<file path="config.mk">
export PLATFORM = sky130hd
export DESIGN_NAME = conv_layer_top
export DESIGN_NICKNAME = d
export VERILOG_FILES = /design/src/conv_pkg.sv /design/src/conv_ctrl.sv /design/src/conv_layer_top.sv /design/src/conv_mac.sv /design/src/ifm_bank.sv /design/src/psum_store.sv /design/src/window_buffer.sv
export VERILOG_INCLUDE_DIRS = /design/src /design/src/src
export SDC_FILE = /design/constraint.sdc
export NUM_CORES = 2
export LEC_CHECK = 0
export CORE_ASPECT_RATIO = 1.4
export CORE_MARGIN = 2
export CORE_UTILIZATION = 50
export DETAILED_ROUTE_END_ITERATION = 8
export DONT_BUFFER_PORTS = 1
export PLACE_DENSITY = 0.64
export SLEW_MARGIN = 20
export SYNTH_ARGS = -nofsm -noshare
export SYNTH_HDL_FRONTEND = slang
export SYNTH_HIERARCHICAL = 1
export SYNTH_SLANG_ARGS = --single-unit
</file>
<file path="constraint.sdc">
create_clock -name clk -period 7.95 [get_ports clk]
set_clock_uncertainty 0.15 [all_clocks]
set_input_delay 1.59 -clock clk [delete_from_list [all_inputs] [get_ports clk]]
set_output_delay 1.59 -clock clk [all_outputs]
set_load 0.02 [all_outputs]
</file>
<file path="src/conv_macros.svh">
`ifndef CONV_MACROS_SVH
`define CONV_MACROS_SVH

//////////////////////////////////////////////////////////////
// layer geometry
//////////////////////////////////////////////////////////////
`define IFM_SIZE     6
`define KSIZE        3
`define IFM_DEPTH    2
`define NUM_FILTERS  2
`define OFM_SIZE     4   // no padding and stride 1

//////////////////////////////////////////////////////////////
// data widths
//////////////////////////////////////////////////////////////
`define PIX_W        8
`define WT_W         8   // weights and biases
`define ACC_W        20

`endif

</file>
<file path="src/conv_pkg.sv">
`include "conv_macros.svh"

package conv_pkg;

    typedef logic        [`PIX_W-1:0] pix_t;
    typedef logic signed [`WT_W-1:0]  coef_t;
    typedef logic signed [`ACC_W-1:0] acc_t;

    typedef logic [6:0] ifm_addr_t;   // depth * 36 + pixel
    typedef logic [5:0] coef_addr_t;  // weights 0..35 then biases 36..37
    typedef logic [4:0] ofm_addr_t;   // filter * 16 + position

    // pass identity carried alongside every pixel
    typedef struct packed {
        logic [$clog2(`NUM_FILTERS)-1:0] filter;
        logic                            first_depth;
        logic                            last_depth;
        logic                            last_filter;
    } pass_tag_t;

    typedef struct packed {
        logic      valid;
        pass_tag_t tag;
        pix_t      pix;
    } pix_beat_t;

    typedef struct packed {
        logic                           valid;
        pass_tag_t                      tag;
        pix_t [`KSIZE*`KSIZE-1:0]       pix;  // row-major from the top left
    } win_beat_t;

    typedef struct packed {
        logic      valid;
        pass_tag_t tag;
        acc_t      sum;
    } acc_beat_t;

    typedef enum logic [1:0] {
        IDLE,
        RUN,
        DRAIN,
        HANDOFF
    } ctrl_state_t;

endpackage

</file>
<file path="src/conv_ctrl.sv">
`include "conv_macros.svh"

module conv_ctrl
    import conv_pkg::*;
(
    input  logic      clk,
    input  logic      reset,

    input  logic      start,
    input  logic      end_from_next,
    input  logic      layer_done,

    output logic      ready,
    output logic      start_next,

    output ifm_addr_t ifm_raddr,
    output pix_beat_t req
);

    localparam int PIX_PER_MAP = `IFM_SIZE * `IFM_SIZE;

    ctrl_state_t state, state_nx;

    logic [$clog2(PIX_PER_MAP)-1:0]  pix_cnt;
    logic [$clog2(`NUM_FILTERS)-1:0] filt_cnt;
    logic [$clog2(`IFM_DEPTH)-1:0]   depth_cnt;

    logic pass_end;
    logic filt_end;
    logic layer_end;

    assign pass_end  = (state == RUN) && (pix_cnt == PIX_PER_MAP - 1);
    assign filt_end  = pass_end && (filt_cnt == `NUM_FILTERS - 1);
    assign layer_end = filt_end && (depth_cnt == `IFM_DEPTH - 1);

    //////////////////////////////////////////////////////////////
    // run FSM
    //////////////////////////////////////////////////////////////
    always_ff @(posedge clk or posedge reset)
    begin
        if (reset)
            state <= IDLE;
        else
            state <= state_nx;
    end

    always_comb
    begin
        state_nx = state;
        case (state)
            IDLE:    if (start)         state_nx = RUN;
            RUN:     if (layer_end)     state_nx = DRAIN;
            DRAIN:   if (layer_done)    state_nx = HANDOFF;   // last psum written
            HANDOFF: if (end_from_next) state_nx = IDLE;
            default:                    state_nx = IDLE;
        endcase
    end

    assign ready      = (state == IDLE);
    assign start_next = (state == HANDOFF) && end_from_next;

    //////////////////////////////////////////////////////////////
    // depth outermost over the filter and pixel loops
    //////////////////////////////////////////////////////////////
    always_ff @(posedge clk or posedge reset)
    begin
        if (reset)
        begin
            pix_cnt   <= '0;
            filt_cnt  <= '0;
            depth_cnt <= '0;
        end
        else if (state == RUN)
        begin
            pix_cnt <= pass_end ? '0 : pix_cnt + 1'b1;
            if (pass_end)
                filt_cnt <= filt_end ? '0 : filt_cnt + 1'b1;
            if (filt_end)
                depth_cnt <= layer_end ? '0 : depth_cnt + 1'b1;
        end
    end

    assign ifm_raddr = ifm_addr_t'(depth_cnt) * ifm_addr_t'(PIX_PER_MAP)
                     + ifm_addr_t'(pix_cnt);

    always_comb
    begin
        req.valid           = (state == RUN);
        req.tag.filter      = filt_cnt;
        req.tag.first_depth = (depth_cnt == 0);
        req.tag.last_depth  = (depth_cnt == `IFM_DEPTH - 1);
        req.tag.last_filter = (filt_cnt == `NUM_FILTERS - 1);
        req.pix             = '0;   // filled in by the bank
    end

    // the last psum write lands while draining
    a_done_in_drain: assert property (@(posedge clk) disable iff (reset)
        layer_done |-> state == DRAIN);

    // every loop has wrapped once the layer is swept
    a_loops_wrapped: assert property (@(posedge clk) disable iff (reset)
        state == DRAIN |-> pix_cnt == '0 && filt_cnt == '0 && depth_cnt == '0);

endmodule

</file>
<file path="src/conv_layer_top.sv">
module conv_layer_top
    import conv_pkg::*;
(
    input  logic       clk,
    input  logic       reset,

    input  logic       ifm_we,
    input  ifm_addr_t  ifm_waddr,
    input  pix_t       ifm_wdata,

    input  logic       wt_we,
    input  coef_addr_t wt_waddr,
    input  coef_t      wt_wdata,

    input  logic       start,
    output logic       ready,
    output logic       start_next,
    input  logic       end_from_next,

    input  logic       ofm_rd_req,
    input  ofm_addr_t  ofm_rd_addr,
    output logic       ofm_rd_grant,
    output logic       ofm_rd_valid,
    output acc_t       ofm_rd_data
);

    ifm_addr_t ifm_raddr;
    pix_beat_t req;
    pix_beat_t pix_beat;
    win_beat_t win;
    acc_beat_t acc;
    logic      layer_done;

    conv_ctrl u_ctrl (
        .clk           (clk),
        .reset         (reset),
        .start         (start),
        .end_from_next (end_from_next),
        .layer_done    (layer_done),
        .ready         (ready),
        .start_next    (start_next),
        .ifm_raddr     (ifm_raddr),
        .req           (req)
    );

    ifm_bank u_ifm_bank (
        .clk       (clk),
        .ifm_we    (ifm_we),
        .ifm_waddr (ifm_waddr),
        .ifm_wdata (ifm_wdata),
        .raddr     (ifm_raddr),
        .req       (req),
        .beat      (pix_beat)
    );

    window_buffer u_window (
        .clk   (clk),
        .reset (reset),
        .beat  (pix_beat),
        .win   (win)
    );

    conv_mac u_mac (
        .clk      (clk),
        .reset    (reset),
        .wt_we    (wt_we),
        .wt_waddr (wt_waddr),
        .wt_wdata (wt_wdata),
        .win      (win),
        .acc      (acc)
    );

    psum_store u_psum (
        .clk          (clk),
        .reset        (reset),
        .acc          (acc),
        .ofm_rd_req   (ofm_rd_req),
        .ofm_rd_addr  (ofm_rd_addr),
        .ofm_rd_grant (ofm_rd_grant),
        .ofm_rd_valid (ofm_rd_valid),
        .ofm_rd_data  (ofm_rd_data),
        .layer_done   (layer_done)
    );

endmodule

</file>
<file path="src/conv_mac.sv">
`include "conv_macros.svh"

module conv_mac
    import conv_pkg::*;
(
    input  logic       clk,
    input  logic       reset,

    input  logic       wt_we,
    input  coef_addr_t wt_waddr,
    input  coef_t      wt_wdata,

    input  win_beat_t  win,
    output acc_beat_t  acc
);

    localparam int TAPS      = `KSIZE * `KSIZE;
    localparam int BIAS_BASE = `NUM_FILTERS * `IFM_DEPTH * TAPS;

    coef_t coef [0:BIAS_BASE+`NUM_FILTERS-1];

    coef_addr_t depth_idx;
    coef_addr_t tap_base;
    coef_addr_t bias_addr;

    logic      s1_valid;
    pass_tag_t s1_tag;
    acc_t      s1_prod [0:TAPS-1];
    acc_t      sum;

    always_ff @(posedge clk)
    begin
        if (wt_we)
            coef[wt_waddr] <= wt_wdata;
    end

    // depth follows first_depth in a two-channel layer
    assign depth_idx = win.tag.first_depth ? coef_addr_t'(0) : coef_addr_t'(`IFM_DEPTH - 1);
    assign tap_base  = (coef_addr_t'(win.tag.filter) * coef_addr_t'(`IFM_DEPTH) + depth_idx)
                     * coef_addr_t'(TAPS);

    //////////////////////////////////////////////////////////////
    // stage 1 registers the nine products
    //////////////////////////////////////////////////////////////
    always_ff @(posedge clk or posedge reset)
    begin
        if (reset)
            s1_valid <= 1'b0;
        else
            s1_valid <= win.valid;
    end

    always_ff @(posedge clk)
    begin
        s1_tag <= win.tag;
        for (int k = 0; k < TAPS; k++)
            s1_prod[k] <= $signed({1'b0, win.pix[k]}) * coef[tap_base + coef_addr_t'(k)];
    end

    //////////////////////////////////////////////////////////////
    // stage 2 sums the products plus the bias on depth 0
    //////////////////////////////////////////////////////////////
    assign bias_addr = coef_addr_t'(BIAS_BASE) + coef_addr_t'(s1_tag.filter);

    always_comb
    begin
        sum = s1_tag.first_depth ? acc_t'(coef[bias_addr]) : '0;
        for (int k = 0; k < TAPS; k++)
            sum = sum + s1_prod[k];
    end

    always_ff @(posedge clk or posedge reset)
    begin
        if (reset)
            acc.valid <= 1'b0;
        else
        begin
            acc.valid <= s1_valid;
            acc.tag   <= s1_tag;
            acc.sum   <= sum;
        end
    end

endmodule

</file>
<file path="src/ifm_bank.sv">
`include "conv_macros.svh"

module ifm_bank
    import conv_pkg::*;
(
    input  logic      clk,

    input  logic      ifm_we,
    input  ifm_addr_t ifm_waddr,
    input  pix_t      ifm_wdata,

    input  ifm_addr_t raddr,
    input  pix_beat_t req,
    output pix_beat_t beat
);

    localparam int WORDS = `IFM_DEPTH * `IFM_SIZE * `IFM_SIZE;

    pix_t mem [0:WORDS-1];

    always_ff @(posedge clk)
    begin
        if (ifm_we)
            mem[ifm_waddr] <= ifm_wdata;   // previous layer fills the bank
    end

    // tag and valid ride along with the read data
    always_ff @(posedge clk)
    begin
        beat     <= req;
        beat.pix <= mem[raddr];
    end

endmodule

</file>
<file path="src/psum_store.sv">
`include "conv_macros.svh"

module psum_store
    import conv_pkg::*;
(
    input  logic      clk,
    input  logic      reset,

    input  acc_beat_t acc,

    input  logic      ofm_rd_req,
    input  ofm_addr_t ofm_rd_addr,
    output logic      ofm_rd_grant,
    output logic      ofm_rd_valid,
    output acc_t      ofm_rd_data,

    output logic      layer_done
);

    localparam int OFM_PIX = `OFM_SIZE * `OFM_SIZE;

    acc_t mem [0:`NUM_FILTERS*OFM_PIX-1];

    logic [$clog2(OFM_PIX)-1:0] pos;
    ofm_addr_t                  wr_addr;
    acc_t                       wr_data;

    always_ff @(posedge clk or posedge reset)
    begin
        if (reset)
            pos <= '0;
        else if (acc.valid)
            pos <= (pos == OFM_PIX - 1) ? '0 : pos + 1'b1;
    end

    //////////////////////////////////////////////////////////////
    // accumulate path
    //////////////////////////////////////////////////////////////
    assign wr_addr = ofm_addr_t'(acc.tag.filter) * ofm_addr_t'(OFM_PIX) + ofm_addr_t'(pos);

    always_comb
    begin
        wr_data = acc.tag.first_depth ? acc.sum : mem[wr_addr] + acc.sum;
        if (acc.tag.last_depth && wr_data[`ACC_W-1])
            wr_data = '0;   // relu on the final depth
    end

    assign layer_done = acc.valid && acc.tag.last_depth && acc.tag.last_filter
                     && (pos == OFM_PIX - 1);

    //////////////////////////////////////////////////////////////
    // external read port behind the accumulate path
    //////////////////////////////////////////////////////////////
    assign ofm_rd_grant = ofm_rd_req && !acc.valid;

    always_ff @(posedge clk)
    begin
        if (acc.valid)
            mem[wr_addr] <= wr_data;
        if (ofm_rd_grant)
            ofm_rd_data <= mem[ofm_rd_addr];
    end

    always_ff @(posedge clk or posedge reset)
    begin
        if (reset)
            ofm_rd_valid <= 1'b0;
        else
            ofm_rd_valid <= ofm_rd_grant;
    end

    // a waiting requester keeps its request and address
    a_rd_hold: assert property (@(posedge clk) disable iff (reset)
        ofm_rd_req && !ofm_rd_grant |=> ofm_rd_req && $stable(ofm_rd_addr));

endmodule

</file>
<file path="src/window_buffer.sv">
`include "conv_macros.svh"

module window_buffer
    import conv_pkg::*;
(
    input  logic      clk,
    input  logic      reset,
    input  pix_beat_t beat,
    output win_beat_t win
);

    localparam int SPAN  = (`KSIZE - 1) * `IFM_SIZE + `KSIZE;   // two rows plus three
    localparam int CNT_W = $clog2(`IFM_SIZE);

    pix_t hist [1:SPAN-1];
    pix_t span [0:SPAN-1];

    logic [CNT_W-1:0] col;
    logic [CNT_W-1:0] row;

    // span[0] is the incoming pixel with older ones behind it
    always_comb
    begin
        span[0] = beat.pix;
        for (int i = 1; i < SPAN; i++)
            span[i] = hist[i];
    end

    always_ff @(posedge clk)
    begin
        if (beat.valid)
        begin
            for (int i = 1; i < SPAN; i++)
                hist[i] <= span[i-1];
        end
    end

    // position of the incoming pixel wrapping every 36
    always_ff @(posedge clk or posedge reset)
    begin
        if (reset)
        begin
            col <= '0;
            row <= '0;
        end
        else if (beat.valid)
        begin
            if (col == `IFM_SIZE - 1)
            begin
                col <= '0;
                row <= (row == `IFM_SIZE - 1) ? '0 : row + 1'b1;
            end
            else
                col <= col + 1'b1;
        end
    end

    always_comb
    begin
        win.valid = beat.valid && (row >= `KSIZE - 1) && (col >= `KSIZE - 1);
        win.tag   = beat.tag;
        for (int ky = 0; ky < `KSIZE; ky++)
            for (int kx = 0; kx < `KSIZE; kx++)
                win.pix[ky*`KSIZE + kx] = span[(`KSIZE-1-ky)*`IFM_SIZE + (`KSIZE-1-kx)];
    end

endmodule

</file>
Word-level counts from Yosys, hierarchy flattened

Memory sizes are Yosys's and may differ from the RTL's. A register that Yosys moved wholly into a read port is not among the register bits.
Index checks and enable logic that the tools add are counted.

Output and inout bits: 24
Memories: 5
Input port bits: 41
Flip-flop bits (word level): 53
Bits in writable memories: 1812
Word-level logic and storage cells: 119

Equal/unequal tests: 11
Multiply operators: 11
Add/subtract/negate cells: 28
Bitwise logic cells: 1
Order comparisons: 2
Reduce and logical (&&, ||, !) cells: 17
Mux-type cells: 23

Memories:

| name           | words | bits a word | read ports | clocked after Yosys merged registers in | wr ports | line                | RTL |
|---|---|---|---|---|---|---|---|
| u_psum.mem     | 32    | 20          | 2          | 1                                       | 1        | psum_store.sv:22    | `` acc_t mem [0:`NUM_FILTERS*OFM_PIX-1]; `` |
| u_ifm_bank.mem | 72    | 8           | 1          | 1                                       | 1        | ifm_bank.sv:19      | `pix_t mem [0:WORDS-1];` |
| u_mac.coef     | 38    | 8           | 10         | 0                                       | 1        | conv_mac.sv:20      | `` coef_t coef [0:BIAS_BASE+`NUM_FILTERS-1]; `` |
| u_mac.s1_prod  | 9     | 20          | 9          | 0                                       | 9        | conv_mac.sv:28      | `acc_t s1_prod [0:TAPS-1];` |
| u_window.hist  | 14    | 8           | 14         | 0                                       | 14       | window_buffer.sv:15 | `pix_t hist [1:SPAN-1];` |

Operators by type and width:

| operator                                             | number |
|---|---|
| adder 20 bit                                         | 10 |
| multiplier 9 x 8 -> 17 bit                           | 9 |
| two-way mux 20 bit                                   | 3 |
| adder 6 x 3 -> 6 bit (second input constant)         | 4 |
| adder 6 x 1 -> 6 bit (second input constant)         | 2 |
| adder 6 x 2 -> 6 bit (second input constant)         | 2 |
| logical AND 1 bit                                    | 11 |
| two-way mux 1 bit                                    | 11 |
| two-way mux 2 bit                                    | 4 |
| != test 2 bit (second input constant)                | 4 |
| one-hot mux 2 bit (4 select lines)                   | 1 |
| adder 7 x 6 -> 7 bit                                 | 1 |
| adder 2 x 6 -> 6 bit                                 | 1 |
| adder 3 x 1 -> 3 bit (second input constant)         | 2 |
| adder 6 x 1 -> 6 bit (first input constant)          | 1 |
| adder 6 x 4 -> 6 bit (second input constant)         | 1 |
| == test 3 bit (second input constant)                | 2 |
| == test 6 bit (second input constant)                | 1 |
| >= comparator 3 x 2 -> 1 bit (second input constant) | 2 |
| multiplier 6 x 4 -> 6 bit (second input constant)    | 1 |
| two-way mux 3 bit                                    | 2 |
| two-way mux 6 bit                                    | 1 |
| AND reduction 2 bit                                  | 3 |
| adder 5 x 4 -> 5 bit                                 | 1 |
| other kinds (11)                                     | 13 |

Logic depth before layout (Yosys ltp)

An unclocked memory read counts as a cell.

Depth in word-level cells: 12
Gate-level depth with buffers: 34

Modules after synthesis

The synthesis kept the hierarchy.

Modules (own cells, without submodules):

| module        | cells each | area each (um^2) | instances | sequential area each (um^2) |
|---|---|---|---|---|
| conv_mac      | 4115       | 47400.5          | 1         | 13042.5 |
| psum_store    | 1525       | 31156.1          | 1         | 19944.1 |
| ifm_bank      | 1031       | 22728.0          | 1         | 17556.8 |
| window_buffer | 211        | 4209.0           | 1         | 3513.4 |
| conv_ctrl     | 74         | 778.2            | 1         | 250.2 |

Worst setup path after synthesis

No wires, ideal clock.

Path type: register to register
Start point: reg, netlist name u_ifm_bank/beat[11]
End point: mem u_mac/s1_prod[1][15] (netlist bit)
Arrival time: 7.186 ns
Cell stages (with the launch flop): 29
Path slack: 0.478 ns
Setup time: 0.136 ns
Path buffers: 9
Cells stage by stage: dfxtp_1 > buf_4 > buf_4 > buf_2 > buf_4 > buf_4 > buf_2 > inv_1 > ha_1 > buf_2 > buf_2 > buf_2 > mux4_2 > mux4_2 > and2_1 > fa_1 > inv_1 > fa_1 > inv_1 > fa_1 > inv_1 > fa_1 > inv_1 > ha_1 > o21ai_0 > nor2_1 > o41ai_1 > o41ai_1 > xor2_1

RTL lines:

| element   | line |
|---|---|
| to (decl) | conv_mac.sv:28 |

==> reports/metrics.yaml <==
pwr:
  clkPwrFrac_pct: 32.9
  p_sw_share_pct: 28.9
  p_comb_share_pct: 23.9
  p_sw_uw: 7900
  power_frac_seq_pct: 43.2
  leakage_uw: 0.0419
  p_per_area_nw_per_um2: 237
  ir_drop_v: 0.000474
  p_int_uw: 19400
die:
  coreArea_um2: 212000
  start_util_pct: 50.2
  die_h_um: 549
  io_pins: 65
  dieArea_um2: 216000
  num_rows: 200
  die_w_um: 394
clocking:
  cts.sinks: 1869
  cts_buffers: 188
  worstSkewPairLatency_ns: 0.86
  clk_pin_slew_ns: 0.07
  cts_hold_buffers: 0
  clk_path_buf_depth: 4
  tritoncts: "done"
  cts_root_buf: "clkbuf_16"
  cts_resized: 0
  htreeDepth: 4
  postCtsSetupBuffers: 0
layout:
  final_nets: 7881
  fin_cells: 9892
  area_delta_synth_final_pct: 8.80
  mostFrequentLayoutCells: "edfxtp_1 (1676), mux4_2 (763), inv_1 (743)"
  layout-drive-gt1-share_pct: 19.8
  fin_area_um2: 116000
  mostFrequentLayoutCell: "edfxtp_1"
  fill_cells: 17000
grt:
  grt_pass1_wl_mm: 425
  gr-total-overflow: 0
  groute.usage.overall_pct: 26.9
  met2_usage_pct: 47.1
  grt_antenna_before_repair: 5
  grt_max_degree: 161
  grt_use_met1_pct: 32.2
  grt_pass1_vias: 63500
  grt.met3_usage_pct: 3.60
  grt-busiest-layer: "met2"
worst_setup_path:
  path_max_fanout: 30
  cp_slowest_stage_delay_ns: 0.71
  reg2reg_from: "u_ifm_bank/beat[10]"
  cp_num_buf_inv: 4
  cpMostUsedCell: "fa_1"
  cp.required_ns: 8.51
  cp-end-kind: "register"
  critPathLaunch: "u_ifm_bank/beat[10]"
  crit_family: "adder cells"
  critical-path-slowest-cell: "o311ai_0"
  critical_path_class: "reg -> reg"
  start_kind: "register"
  arrival_ns: 7.74
  path_cells: "inv_2 > ha_4 > buf_4 > mux2i_1 > mux2i_1 > mux4_2 > mux2i_1 > o21ai_1 > and2_1 > fa_1 > inv_1 > fa_1 > fa_1 > fa_1 > inv_1 > ha_1 > o311ai_0 > o21ai_0 > xor2_1"
hold_path:
  min_path_type: "reg -> reg"
  min_from: "u_ifm_bank/beat[8]"
logic_synthesis:
  syn-cell-area_um2: 106000
  yosys_warnings: 6
  syn_area_per_cell_um2: 15.3
  synthCells: 6947
  syn_nets: 7906
sta:
  finalSetupViolCount: 0
  slew_viol_final: 0
  worst_pin_slew_ns: 1.21
  max_freq_mhz: 139
  max_slew_margin_pct: 19.5
  final.setup.tns_ns: 0
  period_minus_slack_ns: 7.18
  hold_viol: 0
  finalCritPeriodShare_pct: 90.3
  rsz0062_at_grt: "false"
place:
  hpwl_mm: 203
  gp_congestion: 0.930
  post_dp_cell_area_um2: 109000
  port_buffers: 0
  place_inst: 9559
drt:
  drcViolationCount: 0
  wl_per_cell_um: 29.4
  first_pass_iters: 6
  drt_iter0_drc: 5573
  drt_wl_total_mm: 291
  num_vias: 61200
  ant_nets: 0
  vias_per_cell: 6.19
run:
  maxCapViolations: 0
status:
  status: "complete, no violations"
-- layer usage --
metal	part of all wire, %	vias up
met5	0	-
met4	6.3	0
met3	6.4	656
met2	52	2534
met1	36	32200
li1	-	25900
-- per-stage QoR --
stage	setup slack, ns	hold WS [ns]	utilization, %	total power (µW)
after global routing	0.416	0.205	54.6	28600
after global placement	0.907	0.163	51.6	18400
after CTS	0.830	0.195	54.5	27500
final	0.768	0.193	54.6	27300
after floorplan	0.478	0.181	-	16900
after detailed placement	0.821	0.177	51.6	18600
-- cell type report --
| type | count | area [µm²] | share of cell area [%] |
|---|---|---|---|
| clock inverter | 102 | 1170 | 1.01 |
| inverter | 747 | 2800 | 2.43 |
| timing repair buffer | 139 | 1280 | 1.11 |
| antenna | 1 | 2.50 | 0.00217 |
| multi-input combinational | 3977 | 47500 | 41.1 |
| sequential | 1869 | 54300 | 47.0 |
| tap | 2828 | 3540 | 3.06 |
| clock buffer | 229 | 4970 | 4.30 |
-- power groups by stage --
| stage | combinational (µW) | clock [µW] | sequential, µW |
|---|---|---|---|
| final | 6540 | 8980 | 11800 |
| after floorplan | 4950 | 0 | 11900 |
| after global placement | 6340 | 0 | 12000 |
| after global routing | 7310 | 9490 | 11800 |
| after CTS | 6560 | 9160 | 11800 |
| after detailed placement | 6530 | 0 | 12000 |
-- sequential cells by signal (all words and copies together) (netlist names) --
| signal | count |
|---|---|
| u_ifm_bank/beat | 13 |
| u_ctrl/state | 2 |
| u_window/row | 3 |
| u_mac/s1_prod | 153 |
| u_psum/mem | 640 |
| u_mac/acc | 25 |
| u_window/col | 3 |
| u_mac/s1_tag | 4 |
| u_mac/coef | 304 |
| u_ctrl/depth_cnt | 1 |
| u_ctrl/pix_cnt | 6 |
| u_psum/pos | 4 |
| u_psum/ofm_rd_data | 20 |
| u_mac/s1_valid | 1 |
| u_ifm_bank/mem | 576 |
| u_ctrl/filt_cnt | 1 |
| u_psum/ofm_rd_valid | 1 |
| u_window/hist | 112 |
-- worst paths after layout --
path / to / slack (ns) / cells after the start
worst max register to register: u_mac/s1_prod[5][15] / 0.77 / 19
worst min register to register: u_mac/s1_tag[0] / 0.19 / 0
worst max-delay path: u_mac/s1_prod[5][15] / 0.77 / 19
min in group asynchronous: u_window/col[0] / 0.40 / 1
max in group asynchronous: u_mac/s1_valid / 6.31 / 1
worst min-delay path: u_mac/s1_tag[0] / 0.19 / 0
-- worst register-to-register path: stages (launching register included) --
cell and delay, ns:
dfxtp_4 0.46, inv_2 0.10, ha_4 0.54, buf_4 0.49
mux2i_1 0.33, mux2i_1 0.11, mux4_2 0.48, mux2i_1 0.34
o21ai_1 0.33, and2_1 0.30, fa_1 0.51, inv_1 0.05
fa_1 0.49, fa_1 0.43, fa_1 0.50, inv_1 0.04
ha_1 0.31, o311ai_0 0.71, o21ai_0 0.25, xor2_1 0.18
No activity file was read; power rests on OpenSTA's default activity.
